## src/design/dsp_pkg.sv

```systemverilog
package dsp_pkg;

    localparam int NPROC     = 2;
    localparam int PROC_W    = $clog2(NPROC);          // Core index width
    localparam int CMD_AW    = 8;
    localparam int ENV_AW    = 10;
    localparam int ENV_DW    = 16;
    localparam int AMP_W     = 12;                     // Q1.11 unsigned
    localparam int LEN_W     = 8;
    localparam int AMP_SHIFT = 11;
    localparam int DAC_W     = 16;
    localparam int PROD_W    = ENV_DW + AMP_W + 1;     // Sample times signed amp

    typedef enum logic [1:0] {
        OP_PLAY,
        OP_WAIT,
        OP_DONE
    } opcode_t;

    typedef enum logic {
        TGT_CMD,
        TGT_ENV
    } write_target_t;

    typedef enum logic [2:0] {
        IDLE,
        FETCH,
        DECODE,
        PLAY,
        WAIT,
        NEXT
    } core_state_t;

    // One command word, 32 bits
    typedef struct packed {
        opcode_t             opcode;
        logic [ENV_AW-1:0]   env_addr;
        logic [LEN_W-1:0]    length;
        logic [AMP_W-1:0]    amp;
    } pulse_cmd_t;

    typedef struct packed {
        logic                req;
        logic [ENV_AW-1:0]   addr;
    } env_req_t;

    typedef struct packed {
        logic                valid;
        logic signed [ENV_DW-1:0] data;
    } env_rsp_t;

    typedef struct packed {
        logic                valid;
        logic signed [DAC_W-1:0] data;
    } dac_sample_t;

endpackage

```

## src/design/pulse_core.sv

```systemverilog
`timescale 1ns/1ps

module pulse_core import dsp_pkg::*; (
    input  logic              clk,
    input  logic              rst_n,
    input  logic              start,
    input  logic [31:0]       nshot,
    output logic [CMD_AW-1:0] cmd_addr,
    input  pulse_cmd_t        cmd_data,
    output env_req_t          env_req,
    input  logic              env_gnt,
    input  env_rsp_t          env_rsp,
    output dac_sample_t       dac,
    output logic              busy
);

    core_state_t              state;
    logic [CMD_AW-1:0]        pc;
    logic [LEN_W-1:0]         issue_left;        // Requests still to raise
    logic [LEN_W-1:0]         sample_cnt;        // Samples still to return
    logic [LEN_W-1:0]         wait_cnt;
    logic [31:0]              shots_left;
    logic                     req_q;
    logic [ENV_AW-1:0]        addr_q;
    logic [AMP_W-1:0]         amp_q;
    logic                     dac_valid_q;
    logic [DAC_W-1:0]         dac_data_q;
    logic signed [PROD_W-1:0] product;
    logic signed [PROD_W-1:0] shifted;
    logic [DAC_W-1:0]         sat;

    assign cmd_addr     = pc;
    assign busy         = (state != IDLE);
    assign env_req.req  = req_q;
    assign env_req.addr = addr_q;
    assign dac.valid    = dac_valid_q;
    assign dac.data     = dac_data_q;

    // Amp is unsigned, so give it a zero sign bit
    assign product = $signed(env_rsp.data) * $signed({1'b0, amp_q});
    assign shifted = product >>> AMP_SHIFT;

    always_comb begin
        if (shifted[PROD_W-1:DAC_W-1] == '0 || shifted[PROD_W-1:DAC_W-1] == '1) begin
            sat = shifted[DAC_W-1:0];
        end else if (shifted[PROD_W-1]) begin
            sat = {1'b1, {(DAC_W-1){1'b0}}};     // Clip negative
        end else begin
            sat = {1'b0, {(DAC_W-1){1'b1}}};     // Clip positive
        end
    end

    always_ff @(posedge clk or negedge rst_n) begin
        if (!rst_n) begin
            state       <= IDLE;
            pc          <= '0;
            issue_left  <= '0;
            sample_cnt  <= '0;
            wait_cnt    <= '0;
            shots_left  <= '0;
            req_q       <= 1'b0;
            dac_valid_q <= 1'b0;
        end else begin
            dac_valid_q <= 1'b0;
            case (state)
                IDLE: begin
                    if (start) begin
                        pc         <= '0;
                        shots_left <= (nshot == '0) ? 32'd1 : nshot;
                        state      <= FETCH;
                    end
                end
                FETCH: state <= DECODE;          // RAM sees pc this cycle
                DECODE: begin
                    pc <= pc + 1'b1;
                    case (cmd_data.opcode)
                        OP_PLAY: begin
                            if (cmd_data.length != '0) begin
                                req_q      <= 1'b1;
                                issue_left <= cmd_data.length - 1'b1;
                                sample_cnt <= cmd_data.length;
                                state      <= PLAY;
                            end else begin
                                state <= FETCH;
                            end
                        end
                        OP_WAIT: begin
                            if (cmd_data.length != '0) begin
                                wait_cnt <= cmd_data.length;
                                state    <= WAIT;
                            end else begin
                                state <= FETCH;
                            end
                        end
                        default: state <= NEXT;  // DONE and unused code
                    endcase
                end
                PLAY: begin
                    if (req_q && env_gnt) begin
                        if (issue_left == '0) begin
                            req_q <= 1'b0;
                        end else begin
                            issue_left <= issue_left - 1'b1;
                        end
                    end
                    if (env_rsp.valid) begin
                        dac_valid_q <= 1'b1;
                        sample_cnt  <= sample_cnt - 1'b1;
                        if (sample_cnt == LEN_W'(1)) begin
                            state <= FETCH;
                        end
                    end
                end
                WAIT: begin
                    wait_cnt <= wait_cnt - 1'b1;
                    if (wait_cnt == LEN_W'(1)) begin
                        state <= FETCH;
                    end
                end
                NEXT: begin
                    if (shots_left == 32'd1) begin
                        state <= IDLE;
                    end else begin
                        shots_left <= shots_left - 1'b1;
                        pc         <= '0;
                        state      <= FETCH;
                    end
                end
                default: state <= IDLE;
            endcase
        end
    end

    always_ff @(posedge clk) begin
        if (state == DECODE) begin
            addr_q <= cmd_data.env_addr;
            amp_q  <= cmd_data.amp;
        end else if (state == PLAY && req_q && env_gnt) begin
            addr_q <= addr_q + 1'b1;             // Next sample address
        end
        if (env_rsp.valid) begin
            dac_data_q <= sat;
        end
    end

    // A sample returned outside PLAY would never reach the DAC
    a_rsp_in_play: assert property (@(posedge clk) disable iff (!rst_n)
        env_rsp.valid |-> state == PLAY);

    a_req_stable: assert property (@(posedge clk) disable iff (!rst_n)
        env_req.req && !env_gnt |=> env_req.req && $stable(env_req.addr));

endmodule

```

## config.mk

```make
export PLATFORM = sky130hd
export DESIGN_NAME = pulse_core
export DESIGN_NICKNAME = d
export VERILOG_FILES = /design/src/design/dsp_pkg.sv /design/src/design/pulse_core.sv
export SDC_FILE = /design/constraint.sdc
export NUM_CORES = 1
export LEC_CHECK = 0
export BUFFER_PORTS_ARGS = -buffer_cell sky130_fd_sc_hd__buf_2
export CORE_UTILIZATION = 55
export DETAILED_ROUTE_END_ITERATION = 7
export GPL_ROUTABILITY_DRIVEN = 0
export PLACE_DENSITY = 0.75
export SLEW_MARGIN = 40
export SYNTH_ARGS = -nofsm -noshare
export SYNTH_HDL_FRONTEND = slang
export SYNTH_SLANG_ARGS = --single-unit
```

## constraint.sdc

```tcl
create_clock -name clk -period 9.35 [get_ports clk]
set_clock_uncertainty 0.1 [all_clocks]
set_input_delay 1.4025 -clock clk [delete_from_list [all_inputs] [get_ports clk]]
set_output_delay 1.4025 -clock clk [all_outputs]
set_load 0.02 [all_outputs]
```

==> out/results.ini, run 1 <==
[run_status]
status=completed

[clock_network]
cts_tree=yes
cts_root_buffer=clkbuf_16
clockBufferDepth=2
cts_num_sinks=107
h-tree-depth=3
ctsResizeCount=0
cts_hold_buf=0
clk_latency_ps=360
post_cts.repair.setup_buffers=0
cts_made_buffers=9
clk_pin_slew_ps=70

[setup_path]
end_kind=register
rrSetupSlack_ps=2520
crit_top_cell=fa_1
ff2ff_path_depth=17
required_ps=9310
path_buf_inv=5
cpLargestDelayFamily=adder cells
arrival_ps=7180
r2r-end=dac_data_q[7]$_DFFE_PP_
start_kind=primary input
path_cells=buf_2 -> and2_1 -> fa_1 -> inv_1 -> fa_1 -> inv_1 -> fa_1 -> fa_1 -> inv_1 -> fa_1 -> inv_1 -> ha_1 -> a41oi_1 -> nor3_1 -> a21oi_1 -> nand3_1 -> o311a_1 -> a32oi_2 -> o32ai_1
slowest_delay_ps=610
crit_type=in2reg
r2r_start=amp_q[6]$_DFFE_PP_
critPathSlowestCell=a32oi_2
worstPathMaxFanout=15

[routing]
first_pass_iters=7
routed_via_density=5.65
drt-total-wl_um=31200
vias=10683
wl_per_cell_um=16.5
drc=0
drt_iter0_drc=688
ant_nets=0

[yosys]
synth_top_cell_area_share=0.270
syn_nets=1832
ys_types=69
yosysMostFrequentCell=inv_1
synth_cells=1498
yosysWarnings=0
ys_async_sr_fraction=0.645
yosysSeqAreaShare=0.219
synth_commonest_cells=260 x inv_1, 177 x fa_1, 156 x nand2_1, 99 x and2_1, 98 x o21ai_0
synth_flop_cell=dfrtp_1
yosysTopAreaCell=fa_1
synth-edff-count=38
synth_area_leaders=fa_1 27%, dfrtp_1 13%, edfxtp_1 8.7%
syn_avg_cell_area_um2=8.76
syn-cell-area_um2=13100
synth_seq_cells=107

[global_routing]
use_met3=0.0410
grt_pass1_vias=10448
grtUsageMet1=0.380
grt_usage=0.271
busiest_layer=met2
overflow=0
grt_pass1_wl_um=52400
met2_usage=0.432
grt_max_degree=70
antenna_found_initial=0

[floorplan]
die-area_um2=24500
die_y_um=156
die_w_um=156
start_util=0.561
rows=56
io_pins=122
core_um2=23400

[sta]
final.setup.tns_ps=0
finalSetupViolations=0
setup_ws_ps=2130
final.min_clock_period_ps=7220
worst_pin_slew_ps=803
max_freq_ghz=0.138
slew-limit-headroom=0.460
report.final.slew_viol_count=0
post-route-period-util=0.772
hold_violations=0
grt_setup_unrepaired=false
whs_ps=414

[job]
cap_violations=0

[worst_hold_path]
hold_path_class=reg2reg
hold_end=wait_cnt[5]$_DFFE_PN0P_
hold_start=wait_cnt[5]$_DFFE_PN0P_
hold_depth=2

[layout]
layout-drive-gt1-share=0.101
design_area_um2=14200
areaGrowthSynthToFinish_pct=8.14
antenna_cells=0
num-nets-final=1902

[placement]
pre_cts_ws_ps=1790
dpl_cell_area_um2=13900
dpl.hpwl_um=24800
port_buffers=121

==> stage by stage <==
| step | std cells | utilization |
|---|---|---|
| finish | 1892 | 0.606 |
| global route | 1892 | 0.606 |
| CTS | 1892 | 0.606 |
| detailed placement | 1876 | 0.594 |
| global placement | 1875 | 0.593 |
| floorplan | 1498 | - |
==> layout by cell type, fill, tap and decap left out, drive strengths merged, types with 5 or more instances in the layout <==
cell      n
ha       72
or3       5
nand2   156
o22ai    12
nor3     35
nor4     24
a21o     14
buf     126
and2     99
nor2     92
or2       5
clkbuf    9
o32ai     6
fa      177
nand4    14
a211oi    5
xnor2    16
inv     262
a21oi    75
a31oi     6
o21ai   101
nand2b    5
nor3b     7
xor2     14
a22oi    14
o21a      7
o211ai    7
dfrtp    69
and3      8
edfxtp   38
nand3    21
mux2i     6
nand3b    5
==> cells by family after synthesis <==
group	count (synthesis)	synth area share
mux	7	0.00544
flops	107	0.219
compound gates	290	0.137
fa+ha+maj	249	0.339
buf+inv	327	0.0959
simple gates	488	0.184
xor+xnor	30	0.0200
==> layer usage <==
layer  share of wire  wire, um
met5               0         0
met3           0.065      2020
met1            0.43     13500
met4           0.023       727
met2            0.48     15000
==> registers in the layout, summed over array words and instances, names as in the netlist <==
name,flops
issue_left,8
state,3
shots_left,32
dac_data_q,16
dac_valid_q,1
sample_cnt,8
wait_cnt,8
req_q,1
addr_q,10
amp_q,12
cmd_addr,8
==> cell type report <==
type	count	area, um^2
fillers	2110	9220
multi-input cells	1064	9010
flip-flops and latches	107	2870
inverters	260	976
repair buffers	126	654
well taps	319	399
clock buffers	9	225
clock inverters	7	52.6
==> worst register-to-register path: stages, from the launching register on <==
cell and delay, ps:
edfxtp_1 810, nand2_1 240, fa_1 630, fa_1 450, fa_1 510, inv_1 60
fa_1 540, inv_1 60, fa_1 530, inv_1 40, ha_1 360, a211oi_1 240
o21ai_0 120, a21oi_1 340, nand3_1 260, o311a_1 410, a32oi_2 610, o32ai_1 210
==> worst max-delay path by stage <==
stage                                    end  cells past startpoint  slack [ps]   startpoint
global route         dac_data_q[4]$_DFFE_PP_                     19        1860  env_rsp[15]
global placement     dac_data_q[6]$_DFFE_PP_                     19        1530   env_rsp[3]
floorplan           dac_data_q[10]$_DFFE_PP_                     19        2210  env_rsp[15]
detailed placement   dac_data_q[6]$_DFFE_PP_                     19        1790  env_rsp[15]
CTS                  dac_data_q[7]$_DFFE_PP_                     19        2140  env_rsp[15]
finish               dac_data_q[7]$_DFFE_PP_                     19        2130   env_rsp[6]
Power of run 1 is left out: the tool's default activity adds up to more than one toggle a clock period on the data nets, which glitch-free logic cannot reach.
==> inputs of run 2 (changes only) <==
--- a/config.mk
+++ b/config.mk
@@ -5,11 +5,12 @@
 export SDC_FILE = /design/constraint.sdc
 export NUM_CORES = 1
 export LEC_CHECK = 0
+export ABC_AREA = 1
 export BUFFER_PORTS_ARGS = -buffer_cell sky130_fd_sc_hd__buf_2
 export CORE_UTILIZATION = 55
 export DETAILED_ROUTE_END_ITERATION = 7
 export GPL_ROUTABILITY_DRIVEN = 0
-export PLACE_DENSITY = 0.75
+export PLACE_DENSITY = 0.74
 export SLEW_MARGIN = 40
 export SYNTH_ARGS = -nofsm -noshare
 export SYNTH_HDL_FRONTEND = slang
==> constraint.sdc (replaced) <==
create_clock -name clk -period 7.28 [get_ports clk]
set_clock_uncertainty 0.1 [all_clocks]
set_input_delay 1.092 -clock clk [delete_from_list [all_inputs] [get_ports clk]]
set_output_delay 1.092 -clock clk [all_outputs]
set_load 0.02 [all_outputs]
==> run 2 against run 1 <==
Worst hold slack got worse by 17 ps. Design area rose by 6.3%. Synthesized cell count rose by 25%. Sequential share of layout area fell by 1.2 points. Via count rose by 11%. Die area rose by 7.0%. Worst setup slack got worse by 910 ps. Register-to-register slack got worse by 1300 ps. Largest cell class unchanged. Highest routed layer is now met5.
==> out/results.ini, run 2 <==
[layout]
largest_reg_flops=32
num-nets-final=2278
largest_register=shots_left
final_cell_mix=478 x nand2_1, 462 x inv_1, 177 x fa_1
num-fill-cells=2357
areaGrowthSynthToFinish_pct=7.37
regArea_um2=2870
final_common_cell=nand2_1
largestRegisters=shots_left: 32 flops, dac_data_q: 16 flops, amp_q: 12 flops
layout-drive-gt1-share=0.0944
antenna_cells=0
multi_input_area_um2=9060

[yosys]
syn_avg_cell_area_um2=7.49
ys_types=49
synth_commonest_cells=478 x nand2_1, 462 x inv_1, 177 x fa_1, 127 x nor2_1, 89 x o21ai_0
yosys.area_share.simple=0.218
yosysMostFrequentCell=nand2_1
synth-adder-area-share=0.316
synthMuxAreaShare=0
synth_area_leaders=fa_1 25%, nand2_1 13%, inv_1 12%
synth_compound_area_frac=0.0817
synth_flop_cell=dfrtp_1
synth_cells=1875
yosysTopAreaCell=fa_1
synth-xor-area-share=0.0293
ys_async_sr_fraction=0.645
synth_seq_cells=107
synth_top_cell_area_share=0.252
yosysSeqAreaShare=0.204
syn_nets=2209
synth-edff-count=38
syn-cell-area_um2=14000
yosysWarnings=0
synth_top_family_by_area=adder cells

[setup_path]
required_ps=7290
path_cells=buf_2 -> nand2_1 -> fa_1 -> fa_1 -> inv_1 -> fa_1 -> fa_1 -> inv_1 -> fa_1 -> inv_1 -> ha_1 -> a21oi_1 -> o21bai_1 -> a21oi_1 -> nand2_1 -> nor2_1 -> nand3_1 -> nand2_2 -> inv_2 -> nand2_4 -> nand2_1
r2r_start=amp_q[1]$_DFFE_PP_
crit_top_cell=fa_1
path_buf_inv=5
critPathSlowestCell=fa_1
rrSetupSlack_ps=1240
arrival_ps=6080
start_kind=primary input
slowest_delay_ps=620
worstPathMaxFanout=15
crit_type=in2reg
end_kind=register
cpLargestDelayFamily=adder cells
r2r-end=dac_data_q[8]$_DFFE_PP_
ff2ff_path_depth=20

[floorplan]
core_um2=25100
start_util=0.559
die_w_um=162
rows=58
die_y_um=162
io_pins=122
die-area_um2=26200

[global_routing]
grt_usage=0.275
overflow=0
grt_max_degree=70
grt_pass1_wl_um=57800
antenna_found_initial=1
grt_pass1_vias=12313

[clock_network]
ctsResizeCount=0
cts_made_buffers=9
post_cts.repair.setup_buffers=0
clk_pin_slew_ps=80
clockBufferDepth=2
clk_latency_ps=370
cts_hold_buf=0
cts_root_buffer=clkbuf_16
cts_tree=yes
h-tree-depth=3
cts_num_sinks=107

[routing]
first_pass_iters=5
drt_iter0_drc=769
wl_per_cell_um=14.7
vias=11888
ant_nets=0
drc=0
drt-total-wl_um=33500
routed_via_density=5.22

[sta]
report.final.slew_viol_count=0
hold_violations=0
slew-limit-headroom=0.497
final.setup.tns_ps=0
finalSetupViolations=0
max_freq_ghz=0.165
final.min_clock_period_ps=6060
post-route-period-util=0.833
grt_setup_unrepaired=false
worst_pin_slew_ps=754

[placement]
port_buffers=121
dpl.hpwl_um=26500

[worst_hold_path]
hold_path_class=reg2reg
hold_start=issue_left[3]$_DFFE_PN0P_
hold_end=issue_left[3]$_DFFE_PN0P_
hold_depth=2

[job]
cap_violations=0

[run_status]
status=completed

run 2: logic make-up after synthesis:
logic type / after synthesis
flip-flops: 107
XOR/XNOR: 47
adder cells (fa/ha/maj): 249
AND/OR/NAND/NOR: 727
AO/OA/AOI/OAI: 208
buffers and inverters: 537
run 2: area by class of cell:
type | count | area share
clock buffer | 10 | 0.0152
multi-input combinational | 1231 | 0.601
clock inverter | 6 | 0.00548
timing repair buffer | 124 | 0.0436
sequential | 107 | 0.190
tap | 330 | 0.0274
inverter | 471 | 0.117
run 2: worst min-delay path, delay by kind of cell, from the launching register on:
kind               cells  cell delay (ps)
AOI/OAI and AO/OA      1               60
DFF                    1              350
and+or+nand+nor        1               50
run 2: per-layer routing:
| metal | wire length, um | global-route usage | part of all wire |
|---|---|---|---|
| met4 | 1230 | 0.121 | 0.037 |
| met3 | 1790 | 0.0299 | 0.053 |
| met2 | 17000 | 0.493 | 0.51 |
| met5 | 11 | 0 | 0.00033 |
| met1 | 13500 | 0.333 | 0.40 |
run 2: how the worst max path moves through the flow:
| stage | from | to | depth (start not counted) |
|---|---|---|---|
| 3_5_place_dp | env_rsp[15] | dac_data_q[8]$_DFFE_PP_ | 21 |
| 6_report | env_rsp[15] | dac_data_q[8]$_DFFE_PP_ | 21 |
| 4_1_cts | env_rsp[15] | dac_data_q[13]$_DFFE_PP_ | 21 |
| 2_1_floorplan | env_rsp[15] | dac_data_q[10]$_DFFE_PP_ | 24 |
| 5_1_grt | env_rsp[15] | dac_data_q[0]$_DFFE_PP_ | 24 |
| 3_3_place_gp | env_rsp[15] | dac_data_q[5]$_DFFE_PP_ | 21 |
run 2: per-stage QoR:
step           std cells   util  instance area (um^2)  hold slack, ps  worst slack, ps
2_1_floorplan       1875      -                 14000             353             1180
3_3_place_gp        2261  0.586                 14700             374              953
3_5_place_dp        2261  0.587                 14700             381              870
4_1_cts             2277  0.599                 15000             401             1230
5_1_grt             2279  0.601                 15100             431              791
6_report            2279  0.601                 15100             397             1220
Power of run 2 is left out for the same reason.
